[config.mk]
export PLATFORM = sky130hd
export DESIGN_NAME = crtc_video_top
export DESIGN_NICKNAME = d
export VERILOG_FILES = /design/src/crtc_pkg.sv /design/src/timing_if.sv /design/src/crtc_regs.sv /design/src/crtc_video_top.sv /design/src/dot_gen.sv /design/src/h_timing.sv /design/src/v_timing.sv
export SDC_FILE = /design/constraint.sdc
export NUM_CORES = 1
export LEC_CHECK = 0
export BUFFER_PORTS_ARGS = -buffer_cell sky130_fd_sc_hd__buf_2
export CAP_MARGIN = 20
export CORE_AREA = 2 2 166 135
export CTS_CLUSTER_SIZE = 25
export DETAILED_ROUTE_END_ITERATION = 10
export DIE_AREA = 0 0 168 137
export SETUP_SLACK_MARGIN = 0.3
export SKIP_LAST_GASP = 1
export SYNTH_ARGS = -nofsm -noshare
export SYNTH_HDL_FRONTEND = slang
export SYNTH_SLANG_ARGS = --single-unit
[constraint.sdc]
create_clock -name pixel_clk_i -period 4.35 [get_ports pixel_clk_i]
set_input_delay 0.435 -clock pixel_clk_i [delete_from_list [all_inputs] [get_ports pixel_clk_i]]
set_output_delay 0.435 -clock pixel_clk_i [all_outputs]
set_load 0.05 [all_outputs]
[src/crtc_pkg.sv]
package crtc_pkg;

    typedef logic [7:0]  char_cnt_t;        // Characters along a line or rows in a frame
    typedef logic [4:0]  line_cnt_t;        // Scanline inside a row, also adjust lines
    typedef logic [3:0]  sync_width_t;      // Sync width, 0 stands for 16
    typedef logic [10:0] mem_addr_t;        // Video RAM address
    typedef logic [11:0] bus_addr_t;        // Shared RAM and ROM bus address
    typedef logic [7:0]  byte_t;            // Register or bus data
    typedef logic [2:0]  pixel_phase_t;     // Pixel position inside a character

    // CRTC register indices
    localparam logic [3:0] R0_H_TOTAL           = 4'd0;
    localparam logic [3:0] R1_H_DISPLAYED       = 4'd1;
    localparam logic [3:0] R2_H_SYNC_POS        = 4'd2;
    localparam logic [3:0] R3_SYNC_WIDTH        = 4'd3;     // [3:0] h width, [7:4] v width
    localparam logic [3:0] R4_V_TOTAL           = 4'd4;
    localparam logic [3:0] R5_V_LINE_ADJUST     = 4'd5;
    localparam logic [3:0] R6_V_DISPLAYED       = 4'd6;
    localparam logic [3:0] R7_V_SYNC_POS        = 4'd7;
    localparam logic [3:0] R9_SCAN_LINE         = 4'd9;
    localparam logic [3:0] R12_DISPLAY_START_HI = 4'd12;
    localparam logic [3:0] R13_DISPLAY_START_LO = 4'd13;

    localparam int PIXELS_PER_CHAR = 8;

    // Fetch schedule inside one character period
    localparam pixel_phase_t PHASE_RAM_ADDR = 3'd0;     // RAM address for phases 0 and 1
    localparam pixel_phase_t PHASE_ROM_ADDR = 3'd2;     // ROM address for phases 2 and 3
    localparam pixel_phase_t PHASE_LOAD     = 3'd7;     // Shift register load

    typedef enum logic [2:0] {
        ACTIVE,         // Visible part of the line or frame
        FRONT,          // Blank before sync
        SYNC,           // Sync pulse
        BACK,           // Blank after sync
        ADJUST          // Extra scanlines at frame end
    } sync_state_t;

endpackage

[src/timing_if.sv]
`timescale 1ns/1ps

// Results of one timing direction, horizontal or vertical
interface timing_if;
    import crtc_pkg::*;

    logic       active;     // Inside the displayed area
    logic       sync;       // Sync pulse level
    char_cnt_t  count;      // Character index or row
    line_cnt_t  sub_count;  // Pixel phase or scanline
    logic       wrap;       // Last unit of the period

    modport gen (
        output active, sync, count, sub_count, wrap
    );

    modport sink (
        input active, sync, count, sub_count, wrap
    );

endinterface

[src/crtc_regs.sv]
`timescale 1ns/1ps

module crtc_regs (
    input  logic                    pixel_clk_i,
    input  logic                    reset_i,
    input  logic                    we_i,
    input  logic [3:0]              addr_i,
    input  crtc_pkg::byte_t         wdata_i,
    output crtc_pkg::char_cnt_t     h_total_o,
    output crtc_pkg::char_cnt_t     h_displayed_o,
    output crtc_pkg::char_cnt_t     h_sync_pos_o,
    output crtc_pkg::sync_width_t   h_sync_width_o,
    output crtc_pkg::sync_width_t   v_sync_width_o,
    output crtc_pkg::char_cnt_t     v_total_o,
    output crtc_pkg::char_cnt_t     v_displayed_o,
    output crtc_pkg::char_cnt_t     v_sync_pos_o,
    output crtc_pkg::line_cnt_t     char_height_o,
    output crtc_pkg::line_cnt_t     v_adjust_o,
    output crtc_pkg::mem_addr_t     display_start_o
);
    import crtc_pkg::*;

    byte_t regs [16];

    // NTSC-like default mode, 40x25 characters
    function automatic byte_t reset_value(logic [3:0] idx);
        case (idx)
            R0_H_TOTAL:       return 8'd63;
            R1_H_DISPLAYED:   return 8'd40;
            R2_H_SYNC_POS:    return 8'd48;
            R3_SYNC_WIDTH:    return 8'h15;
            R4_V_TOTAL:       return 8'd32;
            R6_V_DISPLAYED:   return 8'd25;
            R7_V_SYNC_POS:    return 8'd28;
            R9_SCAN_LINE:     return 8'd7;
            default:          return 8'h00;   // R5, R12, R13 and the unused slots
        endcase
    endfunction

    always_ff @(posedge pixel_clk_i or posedge reset_i) begin
        if (reset_i) begin
            for (int i = 0; i < 16; i++) begin
                regs[i] <= reset_value(4'(i));
            end
        end else if (we_i) begin
            regs[addr_i] <= wdata_i;
        end
    end

    assign h_total_o       = regs[R0_H_TOTAL];
    assign h_displayed_o   = regs[R1_H_DISPLAYED];
    assign h_sync_pos_o    = regs[R2_H_SYNC_POS];
    assign h_sync_width_o  = regs[R3_SYNC_WIDTH][3:0];
    assign v_sync_width_o  = regs[R3_SYNC_WIDTH][7:4];
    assign v_total_o       = {1'b0, regs[R4_V_TOTAL][6:0]};       // Vertical values are 7 bit
    assign v_displayed_o   = {1'b0, regs[R6_V_DISPLAYED][6:0]};
    assign v_sync_pos_o    = {1'b0, regs[R7_V_SYNC_POS][6:0]};
    assign char_height_o   = regs[R9_SCAN_LINE][4:0];
    assign v_adjust_o      = regs[R5_V_LINE_ADJUST][4:0];
    assign display_start_o = {regs[R12_DISPLAY_START_HI][2:0], regs[R13_DISPLAY_START_LO]};

endmodule

[src/crtc_video_top.sv]
`timescale 1ns/1ps

module crtc_video_top (
    input  logic                    pixel_clk_i,
    input  logic                    reset_i,
    input  logic                    reg_we_i,
    input  logic [3:0]              reg_addr_i,
    input  crtc_pkg::byte_t         reg_wdata_i,
    output crtc_pkg::bus_addr_t     bus_addr_o,         // RAM at 000-7FF, ROM at 800-FFF
    input  crtc_pkg::byte_t         bus_data_i,
    output logic                    video_o,
    output logic                    h_sync_o,
    output logic                    v_sync_o
);
    import crtc_pkg::*;

    char_cnt_t   h_total;
    char_cnt_t   h_displayed;
    char_cnt_t   h_sync_pos;
    sync_width_t h_sync_width;
    sync_width_t v_sync_width;
    char_cnt_t   v_total;
    char_cnt_t   v_displayed;
    char_cnt_t   v_sync_pos;
    line_cnt_t   char_height;
    line_cnt_t   v_adjust;
    mem_addr_t   display_start;

    timing_if h_bus ();
    timing_if v_bus ();

    crtc_regs regs (
        .pixel_clk_i     (pixel_clk_i),
        .reset_i         (reset_i),
        .we_i            (reg_we_i),
        .addr_i          (reg_addr_i),
        .wdata_i         (reg_wdata_i),
        .h_total_o       (h_total),
        .h_displayed_o   (h_displayed),
        .h_sync_pos_o    (h_sync_pos),
        .h_sync_width_o  (h_sync_width),
        .v_sync_width_o  (v_sync_width),
        .v_total_o       (v_total),
        .v_displayed_o   (v_displayed),
        .v_sync_pos_o    (v_sync_pos),
        .char_height_o   (char_height),
        .v_adjust_o      (v_adjust),
        .display_start_o (display_start)
    );

    h_timing h_gen (
        .pixel_clk_i      (pixel_clk_i),
        .reset_i          (reset_i),
        .char_total_i     (h_total),
        .char_displayed_i (h_displayed),
        .sync_start_i     (h_sync_pos),
        .sync_width_i     (h_sync_width),
        .tim_o            (h_bus)
    );

    v_timing v_gen (
        .pixel_clk_i      (pixel_clk_i),
        .reset_i          (reset_i),
        .line_end_i       (h_bus),
        .char_height_i    (char_height),
        .adjust_i         (v_adjust),
        .char_total_i     (v_total),
        .char_displayed_i (v_displayed),
        .sync_start_i     (v_sync_pos),
        .sync_width_i     (v_sync_width),
        .tim_o            (v_bus)
    );

    dot_gen dots (
        .pixel_clk_i     (pixel_clk_i),
        .reset_i         (reset_i),
        .h_i             (h_bus),
        .v_i             (v_bus),
        .h_displayed_i   (h_displayed),
        .display_start_i (display_start),
        .bus_addr_o      (bus_addr_o),
        .bus_data_i      (bus_data_i),
        .video_o         (video_o)
    );

    assign h_sync_o = h_bus.sync;   // Straight from the state registers
    assign v_sync_o = v_bus.sync;

endmodule

[src/dot_gen.sv]
`timescale 1ns/1ps

module dot_gen (
    input  logic                    pixel_clk_i,
    input  logic                    reset_i,
    timing_if.sink                  h_i,
    timing_if.sink                  v_i,
    input  crtc_pkg::char_cnt_t     h_displayed_i,      // Row stride in RAM
    input  crtc_pkg::mem_addr_t     display_start_i,
    output crtc_pkg::bus_addr_t     bus_addr_o,
    input  crtc_pkg::byte_t         bus_data_i,         // Data for last cycle's address
    output logic                    video_o
);
    import crtc_pkg::*;

    pixel_phase_t phase;
    line_cnt_t    scan;
    logic         new_frame;        // First cycle of a frame
    char_cnt_t    last_row;
    mem_addr_t    row_base;         // RAM address of the first character in this row
    mem_addr_t    cur_base;
    mem_addr_t    ram_addr;
    logic         rom_window;
    byte_t        code;
    byte_t        glyph;
    byte_t        pixels;
    logic         reverse;
    logic         gate;             // Active level of the character being shifted

    assign phase = h_i.sub_count[2:0];
    assign scan  = v_i.sub_count;

    // Row base follows the row counter, first cycle of a new row sees the updated value
    always_comb begin
        if (new_frame) begin
            cur_base = display_start_i;
        end else if (v_i.count != last_row) begin
            cur_base = row_base + mem_addr_t'(h_displayed_i);
        end else begin
            cur_base = row_base;
        end
    end

    always_ff @(posedge pixel_clk_i or posedge reset_i) begin
        if (reset_i) begin
            new_frame <= 1'b0;
            last_row  <= '0;
            row_base  <= '0;
        end else begin
            new_frame <= h_i.wrap && v_i.wrap;
            last_row  <= v_i.count;
            row_base  <= cur_base;
        end
    end

    assign ram_addr   = cur_base + mem_addr_t'(h_i.count);
    assign rom_window = (phase == PHASE_ROM_ADDR) || (phase == PHASE_ROM_ADDR + 3'd1);

    always_comb begin
        if (rom_window) begin
            bus_addr_o = {2'b10, code[6:0], scan[2:0]};     // Character ROM
        end else begin
            bus_addr_o = {1'b0, ram_addr};                  // Video RAM
        end
    end

    // Each address is held two cycles, data taken at the end of the second
    always_ff @(posedge pixel_clk_i) begin
        if (phase == PHASE_RAM_ADDR + 3'd1) begin
            code <= bus_data_i;
        end
        if (phase == PHASE_ROM_ADDR + 3'd1) begin
            glyph <= bus_data_i;
        end
    end

    always_ff @(posedge pixel_clk_i) begin
        if (phase == PHASE_LOAD) begin
            pixels  <= glyph;
            reverse <= code[7];
        end else begin
            pixels <= {pixels[6:0], 1'b0};   // MSB first
        end
    end

    always_ff @(posedge pixel_clk_i or posedge reset_i) begin
        if (reset_i) begin
            gate <= 1'b0;
        end else if (phase == PHASE_LOAD) begin
            gate <= h_i.active && v_i.active;
        end
    end

    assign video_o = (pixels[7] ^ reverse) & gate;

endmodule

[src/h_timing.sv]
`timescale 1ns/1ps

module h_timing (
    input  logic                    pixel_clk_i,
    input  logic                    reset_i,
    input  crtc_pkg::char_cnt_t     char_total_i,       // Characters per line minus one
    input  crtc_pkg::char_cnt_t     char_displayed_i,   // Displayed characters per line
    input  crtc_pkg::char_cnt_t     sync_start_i,       // First character of hsync
    input  crtc_pkg::sync_width_t   sync_width_i,       // Hsync width in characters
    timing_if.gen                   tim_o
);
    import crtc_pkg::*;

    pixel_phase_t phase;
    logic         char_end;         // Character strobe, last pixel of a character
    char_cnt_t    char_count;
    char_cnt_t    next_char;
    char_cnt_t    sync_end;
    sync_state_t  state;
    sync_state_t  next_state;

    assign char_end  = phase == pixel_phase_t'(PIXELS_PER_CHAR - 1);
    assign next_char = char_count + 1'b1;
    assign sync_end  = sync_start_i + char_cnt_t'({sync_width_i == '0, sync_width_i});

    always_ff @(posedge pixel_clk_i or posedge reset_i) begin
        if (reset_i) begin
            phase <= '0;
        end else begin
            phase <= char_end ? '0 : phase + 1'b1;
        end
    end

    // Same priority as the reference sync generator
    always_comb begin
        if (next_char == sync_end) begin
            next_state = BACK;
        end else if (next_char == sync_start_i) begin
            next_state = SYNC;
        end else if (next_char == char_displayed_i) begin
            next_state = FRONT;
        end else begin
            next_state = state;
        end
    end

    always_ff @(posedge pixel_clk_i or posedge reset_i) begin
        if (reset_i) begin
            char_count <= '0;
            state      <= ACTIVE;
        end else if (char_end) begin
            if (char_count == char_total_i) begin
                char_count <= '0;           // Line wraps after character R0
                state      <= ACTIVE;
            end else begin
                char_count <= next_char;
                state      <= next_state;
            end
        end
    end

    assign tim_o.active    = state == ACTIVE;
    assign tim_o.sync      = state == SYNC;
    assign tim_o.count     = char_count;
    assign tim_o.sub_count = line_cnt_t'(phase);
    assign tim_o.wrap      = char_end && (char_count == char_total_i);

endmodule

[src/v_timing.sv]
`timescale 1ns/1ps

module v_timing (
    input  logic                    pixel_clk_i,
    input  logic                    reset_i,
    timing_if.sink                  line_end_i,         // Horizontal results, wrap ends a line
    input  crtc_pkg::line_cnt_t     char_height_i,      // Scanlines per row minus one
    input  crtc_pkg::line_cnt_t     adjust_i,           // Extra lines at frame end
    input  crtc_pkg::char_cnt_t     char_total_i,       // Rows per frame minus one
    input  crtc_pkg::char_cnt_t     char_displayed_i,   // Displayed rows
    input  crtc_pkg::char_cnt_t     sync_start_i,       // First row of vsync
    input  crtc_pkg::sync_width_t   sync_width_i,       // Vsync width in rows
    timing_if.gen                   tim_o
);
    import crtc_pkg::*;

    line_cnt_t    scan;
    line_cnt_t    next_scan;
    char_cnt_t    row;
    char_cnt_t    next_row;
    char_cnt_t    sync_end;
    sync_state_t  state;
    sync_state_t  next_state;
    logic         last_line;        // Last scanline of the frame

    assign next_scan = scan + 1'b1;
    assign next_row  = row + 1'b1;
    assign sync_end  = sync_start_i + char_cnt_t'({sync_width_i == '0, sync_width_i});

    always_comb begin
        if (state == ADJUST) begin
            last_line = next_scan == adjust_i;
        end else begin
            last_line = (scan == char_height_i) && (row == char_total_i) && (adjust_i == '0);
        end
    end

    always_comb begin
        if (next_row == sync_end) begin
            next_state = BACK;
        end else if (next_row == sync_start_i) begin
            next_state = SYNC;
        end else if (next_row == char_displayed_i) begin
            next_state = FRONT;
        end else begin
            next_state = state;
        end
    end

    always_ff @(posedge pixel_clk_i or posedge reset_i) begin
        if (reset_i) begin
            scan  <= '0;
            row   <= '0;
            state <= ACTIVE;
        end else if (line_end_i.wrap) begin
            if (last_line) begin
                scan  <= '0;                // New frame
                row   <= '0;
                state <= ACTIVE;
            end else if (state == ADJUST) begin
                scan <= next_scan;
            end else if (scan == char_height_i) begin
                scan <= '0;
                if (row == char_total_i) begin
                    state <= ADJUST;        // Row stays at R4 through the adjust lines
                end else begin
                    row   <= next_row;
                    state <= next_state;
                end
            end else begin
                scan <= next_scan;
            end
        end
    end

    assign tim_o.active    = state == ACTIVE;
    assign tim_o.sync      = state == SYNC;
    assign tim_o.count     = row;
    assign tim_o.sub_count = scan;
    assign tim_o.wrap      = last_line;     // Level for the whole last line

endmodule

### After elaboration in Yosys (flattened, before gate mapping)

Cells that the tools add are included.

* output and inout bits: 15
* input bits: 23
* flip-flop bits (word level): 204

* bitwise operators: 3
* reduce and logical (&&, ||, !) cells: 18
* eq/ne operators: 20
* multiplexer cells: 28
* order comparisons: 2
* add/sub/neg operators: 8

Operators with widths (count)
* $bwmux W128: 1
* $mux W8: 7
* $eq A8 B8 Y1: 5
* $mux W3: 12
* $demux W8 S4: 1
* $eq A8 B7 Y1: 3
* $add A11 B8 Y11: 2
* $mux W11: 2
* $add A8 B1 Y8 const B: 2
* $mux W5: 3
* $eq A3 B2 Y1 const B: 4
* $mux W12: 1
* $eq A5 B5 Y1: 2
* $add A7 B5 Y8: 1
* $add A8 B5 Y8: 1
* $logic_not A4 Y1: 2
* $ne A8 B8 Y1: 1
* $reduce_and A4 Y1: 2
* $eq A3 B3 Y1 const B: 2
* $logic_and A1 B1 Y1: 6
* $logic_not A3 Y1: 2
* $add A5 B1 Y5 const B: 1
* $ge A5 B5 Y1 const B: 1
* $logic_not A5 Y1: 1
* other kinds (13): 14

### Depth between registers and ports, before layout

Gate-level depths: netlist of the first run.

* depth in word-level cells: 9
* mapped depth: 18

### By module

A second synthesis of the first run with hierarchy kept.

* cells, all modules: 814
* area total of the unflattened synthesis: 8859.7 um^2

By module, submodules not included
* crtc_regs: area each 2926.6 um^2, sequential area each 1880.6 um^2, times used 1, cells each 179
* dot_gen: area each 2562.5 um^2, sequential area each 1196.1 um^2, times used 1, cells each 247
* v_timing: area each 1925.6 um^2, sequential area each 400.4 um^2, times used 1, cells each 224
* h_timing: area each 1445.1 um^2, sequential area each 325.3 um^2, times used 1, cells each 164

### Least setup slack after synthesis of the first run

OpenSTA, ideal clock, no wires.

* path kind: register -> output
* from: register v_gen.row[0], in the netlist v_gen.tim_o.count[0]
* to: output bus_addr_o[10]
* required time: 3915 ps
* arrival time: 4627 ps
* stages on the path, launching flop included: 18
* path slack: -712 ps
* cells stage by stage: dfrtp_1 buf_6 xnor2_4 nand2_2 or4_4 buf_6 mux2i_1 o21ai_0 ha_1 inv_1 fa_1 nor2b_1 o21ai_0 nand2b_1 a211oi_1 o21bai_1 a21oi_1 o41ai_1

* word-level cells in the longest chain between the ends: 5

Ends and longest elaborated chain
* from (decl): RTL line v_timing.sv:19 `char_cnt_t row;`
* from (signal assigned): RTL line v_timing.sv:67 `row <= next_row;`
* $ne A8 B8 Y1: RTL line dot_gen.sv:37 `end else if (v_i.count != last_row) begin`
* $mux W11: RTL line dot_gen.sv:37
* $mux W11: RTL line dot_gen.sv:35 `if (new_frame) begin`
* named net dots.cur_base[0]: RTL line dot_gen.sv:21 `mem_addr_t cur_base;`
* $add A11 B8 Y11: RTL line dot_gen.sv:56 `assign ram_addr = cur_base + mem_addr_t'(h_i.count);`
* $mux W12: RTL line dot_gen.sv:60 `if (rom_window) begin`
* to (decl): RTL line crtc_video_top.sv:9 `output crtc_pkg::bus_addr_t bus_addr_o,`

The timed path passes the listed nets, and every way through them passes these cells.

### Worst setup path after layout of the first run

* from: register dots.last_row[4]
* to: output bus_addr_o[10]

* word-level cells in the longest chain between the ends: 5

Ends and longest elaborated chain
* from (decl): RTL line dot_gen.sv:19 `char_cnt_t last_row;`
* from (signal assigned): RTL line dot_gen.sv:51 `last_row <= v_i.count;`
* $ne A8 B8 Y1: RTL line dot_gen.sv:37
* $mux W11: RTL line dot_gen.sv:37
* $mux W11: RTL line dot_gen.sv:35
* named net dots.cur_base[0]: RTL line dot_gen.sv:21
* $add A11 B8 Y11: RTL line dot_gen.sv:56
* $mux W12: RTL line dot_gen.sv:60

The timed path passes the listed nets, and every way through them passes these cells.

==> results of run 1 <==
-- routing by layer --
layer	vias up	GRT usage (%)	wire length [um]
li1	2933	-	-
met1	2983	26.4	10200
met2	95	28.1	8630
met3	14	3.70	730
met4	0	4.30	197
met5	-	0	0
-- worst register-to-register path, cell delays in order (launching register included) --
cell	delay [ns]
sky130_fd_sc_hd__dfrtp_1	0.48
sky130_fd_sc_hd__ha_1	0.30
sky130_fd_sc_hd__xor2_1	0.17
sky130_fd_sc_hd__and2_1	0.17
sky130_fd_sc_hd__o2111ai_1	0.49
sky130_fd_sc_hd__and3_1	0.36
sky130_fd_sc_hd__nand3b_1	0.37
sky130_fd_sc_hd__o41ai_1	0.51
-- path summary, 6_finish.rpt --
path,startpoint,to,slack (ns)
max in group asynchronous,reset_i,regs.v_sync_width_o[0],3.32
min in group pixel_clk_i,bus_data_i[7],dots.code[7],0.20
min reg2reg,dots.code[7],dots.reverse,0.43
min,reset_i,regs.v_adjust_o[1],0.17
max,dots.last_row[4],bus_addr_o[10],0.04
max reg2reg,v_gen.tim_o.sub_count[0],v_gen.tim_o.count[5],1.38
-- power by group through the flow --
stage,Combinational [mW],Clock (mW),Sequential (mW)
floorplan,2.28,0,1.89
finish,3.11,1.55,1.99
detailed placement,2.77,0,2.01
global route,3.38,1.65,2.03
CTS,2.99,1.58,1.99
global placement,2.73,0,2.00
-- area by class of cell --
type | instances | area [sq um] | share of cell area, %
clock buffer | 22 | 495 | 4.99
clock inverter | 10 | 131 | 1.32
inverter | 22 | 85.1 | 0.856
multi-input combinational | 582 | 4620 | 46.5
sequential | 149 | 3800 | 38.3
tap | 275 | 344 | 3.46
timing repair buffer | 65 | 455 | 4.58
-- cell usage in the layout, fill, tap and decap left out, drive strengths merged, types with 22 or more instances in the layout --
cell type and count:
xnor2 65, ha 36, xor2 34, buf 65, inv 28, dfstp 23, nor2 45, dfrtp 101
mux2 81, clkbuf 22, nand2 60, o21ai 59
-- what timing repair did --
item	4_1_cts	5_1_grt
resized for setup	30	12
endpoints found under the setup margin	7	7
gates cloned	0	0
pin swaps	16	14
buffers inserted	10	5
-- per-stage QoR --
step	hold slack, ns	utilization [%]
2_1_floorplan	0.349	-
3_3_place_gp	0.409	42.6
3_5_place_dp	0.406	42.6
4_1_cts	0.182	46.3
5_1_grt	0.181	46.6
6_report	0.167	46.6
-- cell usage after synthesis (all sizes together), types with 5 or more instances --
| master | instances |
|---|---|
| a211oi | 8 |
| a21o | 6 |
| a21oi | 21 |
| a22o | 5 |
| and2 | 5 |
| and3 | 7 |
| buf | 16 |
| clkbuf | 21 |
| dfrtp | 101 |
| dfstp | 23 |
| dfxtp | 8 |
| edfxtp | 17 |
| ha | 36 |
| inv | 22 |
| mux2 | 81 |
| mux2i | 5 |
| nand2 | 60 |
| nand2b | 6 |
| nand3 | 14 |
| nand3b | 5 |
| nand4 | 12 |
| nor2 | 45 |
| nor2b | 8 |
| nor3 | 11 |
| nor3b | 5 |
| nor4 | 14 |
| o21a | 6 |
| o21ai | 59 |
| or3 | 5 |
| xnor2 | 65 |
| xnor3 | 6 |
| xor2 | 34 |
-- logic make-up after synthesis --
| logic type | synth area share [%] |
|---|---|
| AOI/OAI and AO/OA | 10.6 |
| xor gates and xnor gates | 12.2 |
| adders and majority gates | 6.27 |
| buffers and inverters | 3.17 |
| DFF | 44.1 |
| muxes | 11.3 |
| and+or+nand+nor | 12.4 |
==> flow_summary.json, run 1 <==
{
  "fillCellCount": 1996,
  "antenna_found_initial": 0,
  "preCtsSetupSlack_ns": 0.0600,
  "maxSlewViolCount": 0,
  "vias_per_cell": 5.36,
  "placedCellCount": 1078,
  "detail_route.wl_per_cell_um": 17.6,
  "grt_first_pass_wirelength_mm": 32.2,
  "insertion_delay_ns": 0.43,
  "tritoncts.num_buffers": 17,
  "ioPinCount": 38,
  "track_usage_pct": 18.2,
  "critical-path-max-stage-delay_ns": 0.53,
  "place.detailed.hpwl_mm": 14.5,
  "total_internal_power_mw": 4.01,
  "worst_setup_path_start_kind": "flip-flop",
  "first_global_vias": 5826,
  "overall_power_mw": 6.64,
  "grt_start_max_net_pins": 64,
  "crit_required_ns": 3.91,
  "cts.reportedPaths.clkPinSlew_ns": 0.07,
  "floorplan.rows": 48,
  "hold_path_class": "in -> async",
  "cp.depth": 17,
  "design.final.nets": 900,
  "tightestPinTransition_ns": 1.07,
  "fp.coreArea_sq_um": 21300,
  "totalWireLength_mm": 19.8,
  "synth_enable_flop_cells": 17,
  "crit_path_frequent_cell": "sky130_fd_sc_hd__o21ai_1",
  "power_share_of_the_clock_group_pct": 23.3,
  "layout-drive-gt1-share_pct": 28.1,
  "cp_max_fo": 3,
  "synth.largest_area_cell": "sky130_fd_sc_hd__dfrtp_1",
  "dieWidth_um": 168,
  "routed_vias": 6025,
  "cts.path.max_buffers": 2,
  "reg2regPathDepth": 7,
  "worstSetupEndpointType": "output pin",
  "irDropWorstVdd_mv": 0.368,
  "criticalPathCategory": "reg -> out",
  "portBuffers": 37,
  "finalWorstSetupSlack_ns": 0.0402,
  "cts-root-buf": "sky130_fd_sc_hd__clkbuf_16",
  "gp_congestion": 0.842,
  "fin_worst_skew_ns": 0.00701,
  "dominantRegCellSynth": "sky130_fd_sc_hd__dfrtp_1",
  "portion_of_synthesized_cell_area_occupied_by_the_leading_cell_type_pct": 29.3,
  "dieArea_sq_um": 23000,
  "maxCapViolations": 0,
  "finalSetupTns_ns": 0,
  "hold_bufs_at_cts": 0,
  "async_set_reset_flop_share_out_of_synthesis_pct": 83.2,
  "antennaDiodeCount": 0,
  "synth_warnings": 0,
  "area_growth_syn_to_layout_pct": 15.3,
  "die-height_um": 137,
  "p_switching_mw": 2.63,
  "ant_nets": 0,
  "hold_violation_total_from_the_final_report": 0,
  "drtIter0Drc": 366,
  "worst_slew_margin_rel_pct": 28.5,
  "final_area_sq_um": 9940,
  "synth_fp_nets": 853,
  "timing.critical_path.max_delay_family": "compound AO/OA/AOI/OAI gates",
  "syn_inst": 790,
  "power_density_nw_per_um2": 669,
  "final-setup-viol-count": 0,
  "critical_path.cell_chain": "xnor2_2 -> nand2_2 -> or4_4 -> mux2i_1 -> o21ai_1 -> ha_2 -> inv_2 -> fa_2 -> nor2b_1 -> o21ai_1 -> nand2b_1 -> a211oi_2 -> o21bai_1 -> a21oi_2 -> o311ai_2 -> o41ai_2 -> buf_4",
  "floorplan.initialDensity_pct": 40.4,
  "postPlaceCellArea_sq_um": 9080,
  "synthesis.area_sq_um": 8620,
  "crit_buf_inv": 2,
  "share_seq_of_total_power_pct": 29.9,
  "cts.htree.levels": 4,
  "setup_repair_after_global_routing_missed_its_margin": "true",
  "cts_num_sinks": 149,
  "power.leakage_nw": 4.20,
  "timing.final.crit_share_pct": 99.1,
  "fin_crit_ns": 4.31,
  "synth.distinct_cells": 71,
  "switching_share_pct": 39.6,
  "peak_clock_frequency_supported_by_timing_mhz": 232,
  "grt-ovfl-total": 0,
  "layout.cells.non_filler": 1125,
  "dr.pass1.iters": 6,
  "tritoncts_clock_tree": "built",
  "worst_ep_arrival_time_ns": 3.87,
  "synth_area_per_cell_sq_um": 10.9,
  "synthesized_flop_and_latch_total": 149,
  "combinational_fraction_of_design_power_pct": 46.8,
  "outcome": "finished, final reports clean",
  "cpMaxStageDelayCell": "sky130_fd_sc_hd__or4_4",
  "residual_drc_count": 0,
  "sequential_cell_area_fraction_in_the_yosys_report_pct": 44.1,
  "post_synth_main_area_contributors": "sky130_fd_sc_hd__dfrtp_1 (29%), sky130_fd_sc_hd__mux2_2 (11%), sky130_fd_sc_hd__dfstp_2 (7.0%)"
}
Note: power is estimated with default switching activity, not from simulation.
==> run 2: changes to the inputs <==
--- a/config.mk
+++ b/config.mk
@@ -7,10 +7,14 @@
 export LEC_CHECK = 0
 export BUFFER_PORTS_ARGS = -buffer_cell sky130_fd_sc_hd__buf_2
 export CAP_MARGIN = 20
+export CELL_PAD_IN_SITES_DETAIL_PLACEMENT = 0
+export CELL_PAD_IN_SITES_GLOBAL_PLACEMENT = 1
 export CORE_AREA = 2 2 166 135
+export CTS_BUF_LIST = sky130_fd_sc_hd__clkbuf_16
 export CTS_CLUSTER_SIZE = 25
 export DETAILED_ROUTE_END_ITERATION = 10
 export DIE_AREA = 0 0 168 137
+export PLACE_DENSITY_LB_ADDON = 0.1
 export SETUP_SLACK_MARGIN = 0.3
 export SKIP_LAST_GASP = 1
 export SYNTH_ARGS = -nofsm -noshare
==> flow_summary.json, run 2 (synthesized netlist as in run 1, its figures left out) <==
{
  "grt_first_pass_wirelength_mm": 34.3,
  "area_growth_syn_to_layout_pct": 15.3,
  "cpMaxStageDelayCell": "sky130_fd_sc_hd__or4_4",
  "grt_start_max_net_pins": 51,
  "irDropWorstVdd_mv": 0.517,
  "fp.coreArea_sq_um": 21300,
  "detail_route.wl_per_cell_um": 19.4,
  "mostFrequentLayoutCell": "sky130_fd_sc_hd__dfrtp_1",
  "routed_vias": 6093,
  "critical-path-max-stage-delay_ns": 0.55,
  "ioPinCount": 38,
  "fin_worst_skew_ns": 0.00557,
  "fin_crit_ns": 4.32,
  "most-common-layout-cells": "sky130_fd_sc_hd__dfrtp_1 (99), sky130_fd_sc_hd__mux2_2 (80), sky130_fd_sc_hd__xnor2_1 (63)",
  "criticalPathCategory": "reg -> out",
  "setup_repair_after_global_routing_missed_its_margin": "true",
  "cts.path.max_buffers": 2,
  "p_switching_mw": 2.65,
  "hold_path_class": "in -> async",
  "critical_path.cell_chain": "xnor2_1 -> nand2_1 -> or4_4 -> mux2i_1 -> o21ai_1 -> ha_2 -> inv_2 -> fa_2 -> nor2b_1 -> o21ai_1 -> nand2b_1 -> a211oi_2 -> o21bai_1 -> a21oi_2 -> o311ai_2 -> o41ai_2 -> buf_4",
  "placedCellCount": 1079,
  "worstSetupEndpointType": "output pin",
  "cts_num_sinks": 149,
  "worst_setup_path_start_kind": "flip-flop",
  "floorplan.rows": 48,
  "tritoncts_clock_tree": "built",
  "total_internal_power_mw": 4.03,
  "outcome": "finished, final reports clean",
  "hold_violation_total_from_the_final_report": 0,
  "crit_buf_inv": 2,
  "cts.htree.levels": 4,
  "design.final.nets": 902,
  "crit_path_frequent_cell": "sky130_fd_sc_hd__o21ai_1",
  "peak_clock_frequency_supported_by_timing_mhz": 231,
  "cts-root-buf": "sky130_fd_sc_hd__clkbuf_16",
  "fillCellCount": 1988,
  "vias_per_cell": 5.41,
  "timing.hold.ws_ns": 0.106,
  "final-setup-viol-count": 0,
  "power_share_of_the_clock_group_pct": 23.2,
  "first_global_vias": 5991,
  "tritoncts.num_buffers": 17,
  "maxSlewViolCount": 0,
  "dieWidth_um": 168,
  "cts.reportedPaths.clkPinSlew_ns": 0.06,
  "worst_slew_margin_rel_pct": 40.0,
  "gp_congestion": 0.786,
  "antenna_found_initial": 1,
  "tightestPinTransition_ns": 0.899,
  "timing.final.crit_share_pct": 99.4,
  "rr_startpoint": "v_gen.tim_o.sub_count[0]",
  "combinational_fraction_of_design_power_pct": 47.0,
  "antennaDiodeCount": 0,
  "grt-ovfl-total": 0,
  "crit_required_ns": 3.91,
  "switching_share_pct": 39.7,
  "power_density_nw_per_um2": 673,
  "hold_bufs_at_cts": 0,
  "residual_drc_count": 0,
  "place.detailed.hpwl_mm": 15.9,
  "timing.critical_path.max_delay_family": "compound AO/OA/AOI/OAI gates",
  "ant_nets": 0,
  "drtIter0Drc": 389,
  "die-height_um": 137,
  "insertion_delay_ns": 0.43,
  "portBuffers": 37,
  "totalWireLength_mm": 21.9,
  "floorplan.initialDensity_pct": 40.4,
  "track_usage_pct": 19.9,
  "layout-drive-gt1-share_pct": 28.1,
  "layout.cells.non_filler": 1127,
  "maxCapViolations": 0,
  "power.leakage_nw": 4.20,
  "cp_max_fo": 3,
  "dieArea_sq_um": 23000,
  "share_seq_of_total_power_pct": 29.8,
  "startpoint": "dots.last_row[5]",
  "worst_ep_arrival_time_ns": 3.89,
  "dr.pass1.iters": 4
}
-- run 2: changes by cell type in the layout (fill, tap and decap cells not counted), moves of 2 or more --
cell / delta
sky130_fd_sc_hd__clkinvlp_4: +3
sky130_fd_sc_hd__clkbuf_8: -3
sky130_fd_sc_hd__bufinv_16: +2
sky130_fd_sc_hd__buf_4: +3
sky130_fd_sc_hd__inv_6: -4
sky130_fd_sc_hd__inv_1: +3
sky130_fd_sc_hd__a21oi_1: -2
sky130_fd_sc_hd__a21oi_2: +2
-- run 2: worst register-to-register path, delay by kind of cell, from the launching register on --
family          cells  cell delay [ns]
compound gates      2             1.01
xor+xnor            1             0.16
fa+ha+maj           1             0.29
simple gates        3             0.84
flops               1             0.47
-- run 2: power by group through the flow --
stage / logic (mW) / registers, mW / clock network, mW
5_1_grt: 3.41 / 2.03 / 1.64
3_5_place_dp: 2.80 / 2.01 / 0
3_3_place_gp: 2.77 / 2.00 / 0
4_1_cts: 3.08 / 1.99 / 1.58
2_1_floorplan: 2.28 / 1.89 / 0
6_report: 3.14 / 1.99 / 1.55
-- run 2: path summary, 6_finish.rpt --
| check | cells after the start | end | slack (ns) |
|---|---|---|---|
| max reg2reg | 7 | v_gen.tim_o.count[5] | 1.43 |
| min | 2 | v_gen.tim_o.sub_count[0] | 0.11 |
| max | 17 | bus_addr_o[10] | 0.03 |
| min reg2reg | 0 | dots.reverse | 0.43 |
| min in group pixel_clk_i | 1 | dots.code[0] | 0.19 |
| max in group asynchronous | 3 | v_gen.tim_o.count[0] | 3.20 |
-- run 2: through the flow --
step | power [mW] | area (sq um) | setup slack [ns] | setup TNS [ns] | util (%)
floorplan | 4.17 | 8630 | -0.0551 | -0.0551 | -
global placement | 4.77 | 9080 | 0.172 | 0 | 42.6
detailed placement | 4.81 | 9080 | 0.130 | 0 | 42.6
CTS | 6.65 | 9890 | 0.0394 | 0 | 46.4
global route | 7.09 | 9930 | -0.205 | -0.722 | 46.6
finish | 6.68 | 9930 | 0.0261 | 0 | 46.6
-- run 2: layout make-up --
type                    instances  area (sq um)  area share (%)
clock inverters                15           190            1.91
clock buffers                  17           425            4.28
well taps                     275           344            3.46
multi-input cells             582          4630            46.6
repair buffers                 67           458            4.61
flip-flops and latches        149          3800            38.3
inverters                      22          85.1           0.857
-- run 2: layer usage --
metal / global-route usage (%) / part of all wire, %
met1: 30.2 / 53
met2: 29.4 / 43
met3: 3.67 / 2.9
met4: 4.40 / 0.59
met5: 0 / 0
-- run 2: what timing repair did --
action / in CTS / in global routing
pin swaps: 13 / 6
buffers inserted: 14 / 1
endpoints found under the setup margin: 7 / 8
resized for setup: 33 / 11
==> run 3: changes to the inputs <==
--- a/config.mk
+++ b/config.mk
@@ -14,6 +14,7 @@
 export CTS_CLUSTER_SIZE = 25
 export DETAILED_ROUTE_END_ITERATION = 10
 export DIE_AREA = 0 0 168 137
+export MAX_ROUTING_LAYER = met4
 export PLACE_DENSITY_LB_ADDON = 0.1
 export SETUP_SLACK_MARGIN = 0.3
 export SKIP_LAST_GASP = 1
==> flow_summary.json, run 3 (synthesized netlist as in run 1, its figures left out) <==
{
  "outcome": "finished, final reports clean",
  "cp_max_fo": 3,
  "floorplan.rows": 48,
  "area_growth_syn_to_layout_pct": 15.3,
  "design.final.nets": 902,
  "die-height_um": 137,
  "portBuffers": 37,
  "insertion_delay_ns": 0.43,
  "ant_nets": 0,
  "antenna_found_initial": 1,
  "finalWorstSetupSlack_ns": 0.0286,
  "dieWidth_um": 168,
  "cts_num_sinks": 149,
  "power_density_nw_per_um2": 672,
  "gp_congestion": 0.797,
  "layout-drive-gt1-share_pct": 28.1,
  "worstSetupEndpointType": "output pin",
  "maxSlewViolCount": 0,
  "floorplan.initialDensity_pct": 40.4,
  "preCtsSetupSlack_ns": 0.130,
  "setup_repair_after_global_routing_missed_its_margin": "true",
  "detail_route.wl_per_cell_um": 19.3,
  "critical-path-max-stage-delay_ns": 0.55,
  "mostFrequentLayoutCell": "sky130_fd_sc_hd__dfrtp_1",
  "worst_setup_path_start_kind": "flip-flop",
  "crit_path_frequent_cell": "sky130_fd_sc_hd__o21ai_1",
  "vias_per_cell": 5.40,
  "first_global_vias": 5989,
  "cts.reportedPaths.clkPinSlew_ns": 0.06,
  "tritoncts_clock_tree": "built",
  "dieArea_sq_um": 23000,
  "cpMaxStageDelayCell": "sky130_fd_sc_hd__or4_4",
  "cts.htree.levels": 4,
  "tightestPinTransition_ns": 0.889,
  "routed_vias": 6084,
  "grt_first_pass_wirelength_mm": 34.3,
  "critical_path.cell_chain": "xnor2_1 -> nand2_1 -> or4_4 -> mux2i_1 -> o21ai_1 -> ha_2 -> inv_2 -> fa_2 -> nor2b_1 -> o21ai_1 -> nand2b_1 -> a211oi_2 -> o21bai_1 -> a21oi_2 -> o311ai_2 -> o41ai_2 -> buf_4",
  "place.detailed.hpwl_mm": 15.9,
  "power.leakage_nw": 4.20,
  "fp.coreArea_sq_um": 21300,
  "totalWireLength_mm": 21.8,
  "fin_worst_skew_ns": 0.00583,
  "irDropWorstVdd_mv": 0.517,
  "cts.path.max_buffers": 2,
  "final-setup-viol-count": 0,
  "maxCapViolations": 0,
  "timing.final.crit_share_pct": 99.3,
  "dr.pass1.iters": 4,
  "grt_start_max_net_pins": 51,
  "grt-ovfl-total": 0,
  "cts-root-buf": "sky130_fd_sc_hd__clkbuf_16",
  "peak_clock_frequency_supported_by_timing_mhz": 231,
  "ioPinCount": 38,
  "timing.critical_path.max_delay_family": "compound AO/OA/AOI/OAI gates",
  "fillCellCount": 1988,
  "worst_slew_margin_rel_pct": 40.6,
  "residual_drc_count": 0,
  "most-common-layout-cells": "sky130_fd_sc_hd__dfrtp_1 (99), sky130_fd_sc_hd__mux2_2 (80), sky130_fd_sc_hd__xnor2_1 (63)",
  "worst_ep_arrival_time_ns": 3.89,
  "timing.hold.ws_ns": 0.106,
  "hold_path_class": "in -> async",
  "hold_violation_total_from_the_final_report": 0,
  "finalSetupTns_ns": 0,
  "ff2ff_setup_slack_ns": 1.42,
  "criticalPathCategory": "reg -> out",
  "tritoncts.num_buffers": 17,
  "fin_crit_ns": 4.32,
  "antennaDiodeCount": 0,
  "track_usage_pct": 20.4,
  "drtIter0Drc": 412,
  "crit_buf_inv": 2,
  "crit_required_ns": 3.91
}
run 3: cell counts in the layout (fill, tap and decap cells not counted):
Identical to the previous run, type by type.
run 3: final timing paths:
check | startpoint | endpoint | cells past startpoint
worst max register to register | v_gen.tim_o.sub_count[0] | v_gen.tim_o.count[5] | 7
min in group pixel_clk_i | bus_data_i[0] | dots.code[0] | 1
worst min-delay path | reset_i | v_gen.tim_o.sub_count[0] | 2
worst max-delay path | dots.last_row[5] | bus_addr_o[10] | 17
max in group asynchronous | reset_i | v_gen.tim_o.count[3] | 3
worst min register to register | dots.code[7] | dots.reverse | 0
run 3: worst register-to-register path, delay by kind of cell, from the launching register on:
family                     cells  cell delay, ns
AOI/OAI and AO/OA              2            1.02
and+or+nand+nor                3            0.84
DFF                            1            0.47
adders and majority gates      1            0.29
xor gates and xnor gates       1            0.16
run 3: timing repair:
action / 4_1_cts / 5_1_grt
endpoints found under the setup margin: 7 / 8
hold buffers: 0 / 0
pin swaps: 13 / 6
resized for setup: 33 / 11
endpoints found under the hold margin: 0 / 0
setup buffers: 14 / 1
run 3: area by class of cell:
cell class	instances	area, sq um	share of cell area (%)
Tap cell	275	344	3.46
Clock buffer	17	425	4.28
Timing Repair Buffer	67	458	4.61
Clock inverter	15	190	1.91
Inverter	22	85.1	0.857
Multi-Input combinational cell	582	4630	46.6
Sequential cell	149	3800	38.3
run 3: metal layers:
layer	part of all wire [%]	global-route usage (%)
met3	2.9	3.59
met4	0.63	4.40
met5	0	-
met1	53	30.1
met2	43	29.4
run 3: through the flow:
stage | area, sq um | total power [mW] | util [%] | std cells
floorplan | 8630 | 4.17 | - | 790
global placement | 9080 | 4.77 | 42.6 | 1079
detailed placement | 9080 | 4.81 | 42.6 | 1079
CTS | 9890 | 6.65 | 46.4 | 1125
global route | 9930 | 7.08 | 46.6 | 1127
finish | 9930 | 6.68 | 46.6 | 1127
run 3: where the power goes:
part	leakage, nW	switching (mW)	internal [mW]	total (mW)
Clock	0.300	0.592	0.954	1.55
Combinational	2.15	1.76	1.38	3.14
Sequential	1.75	0.290	1.70	1.99
Total	4.20	2.65	4.03	6.68
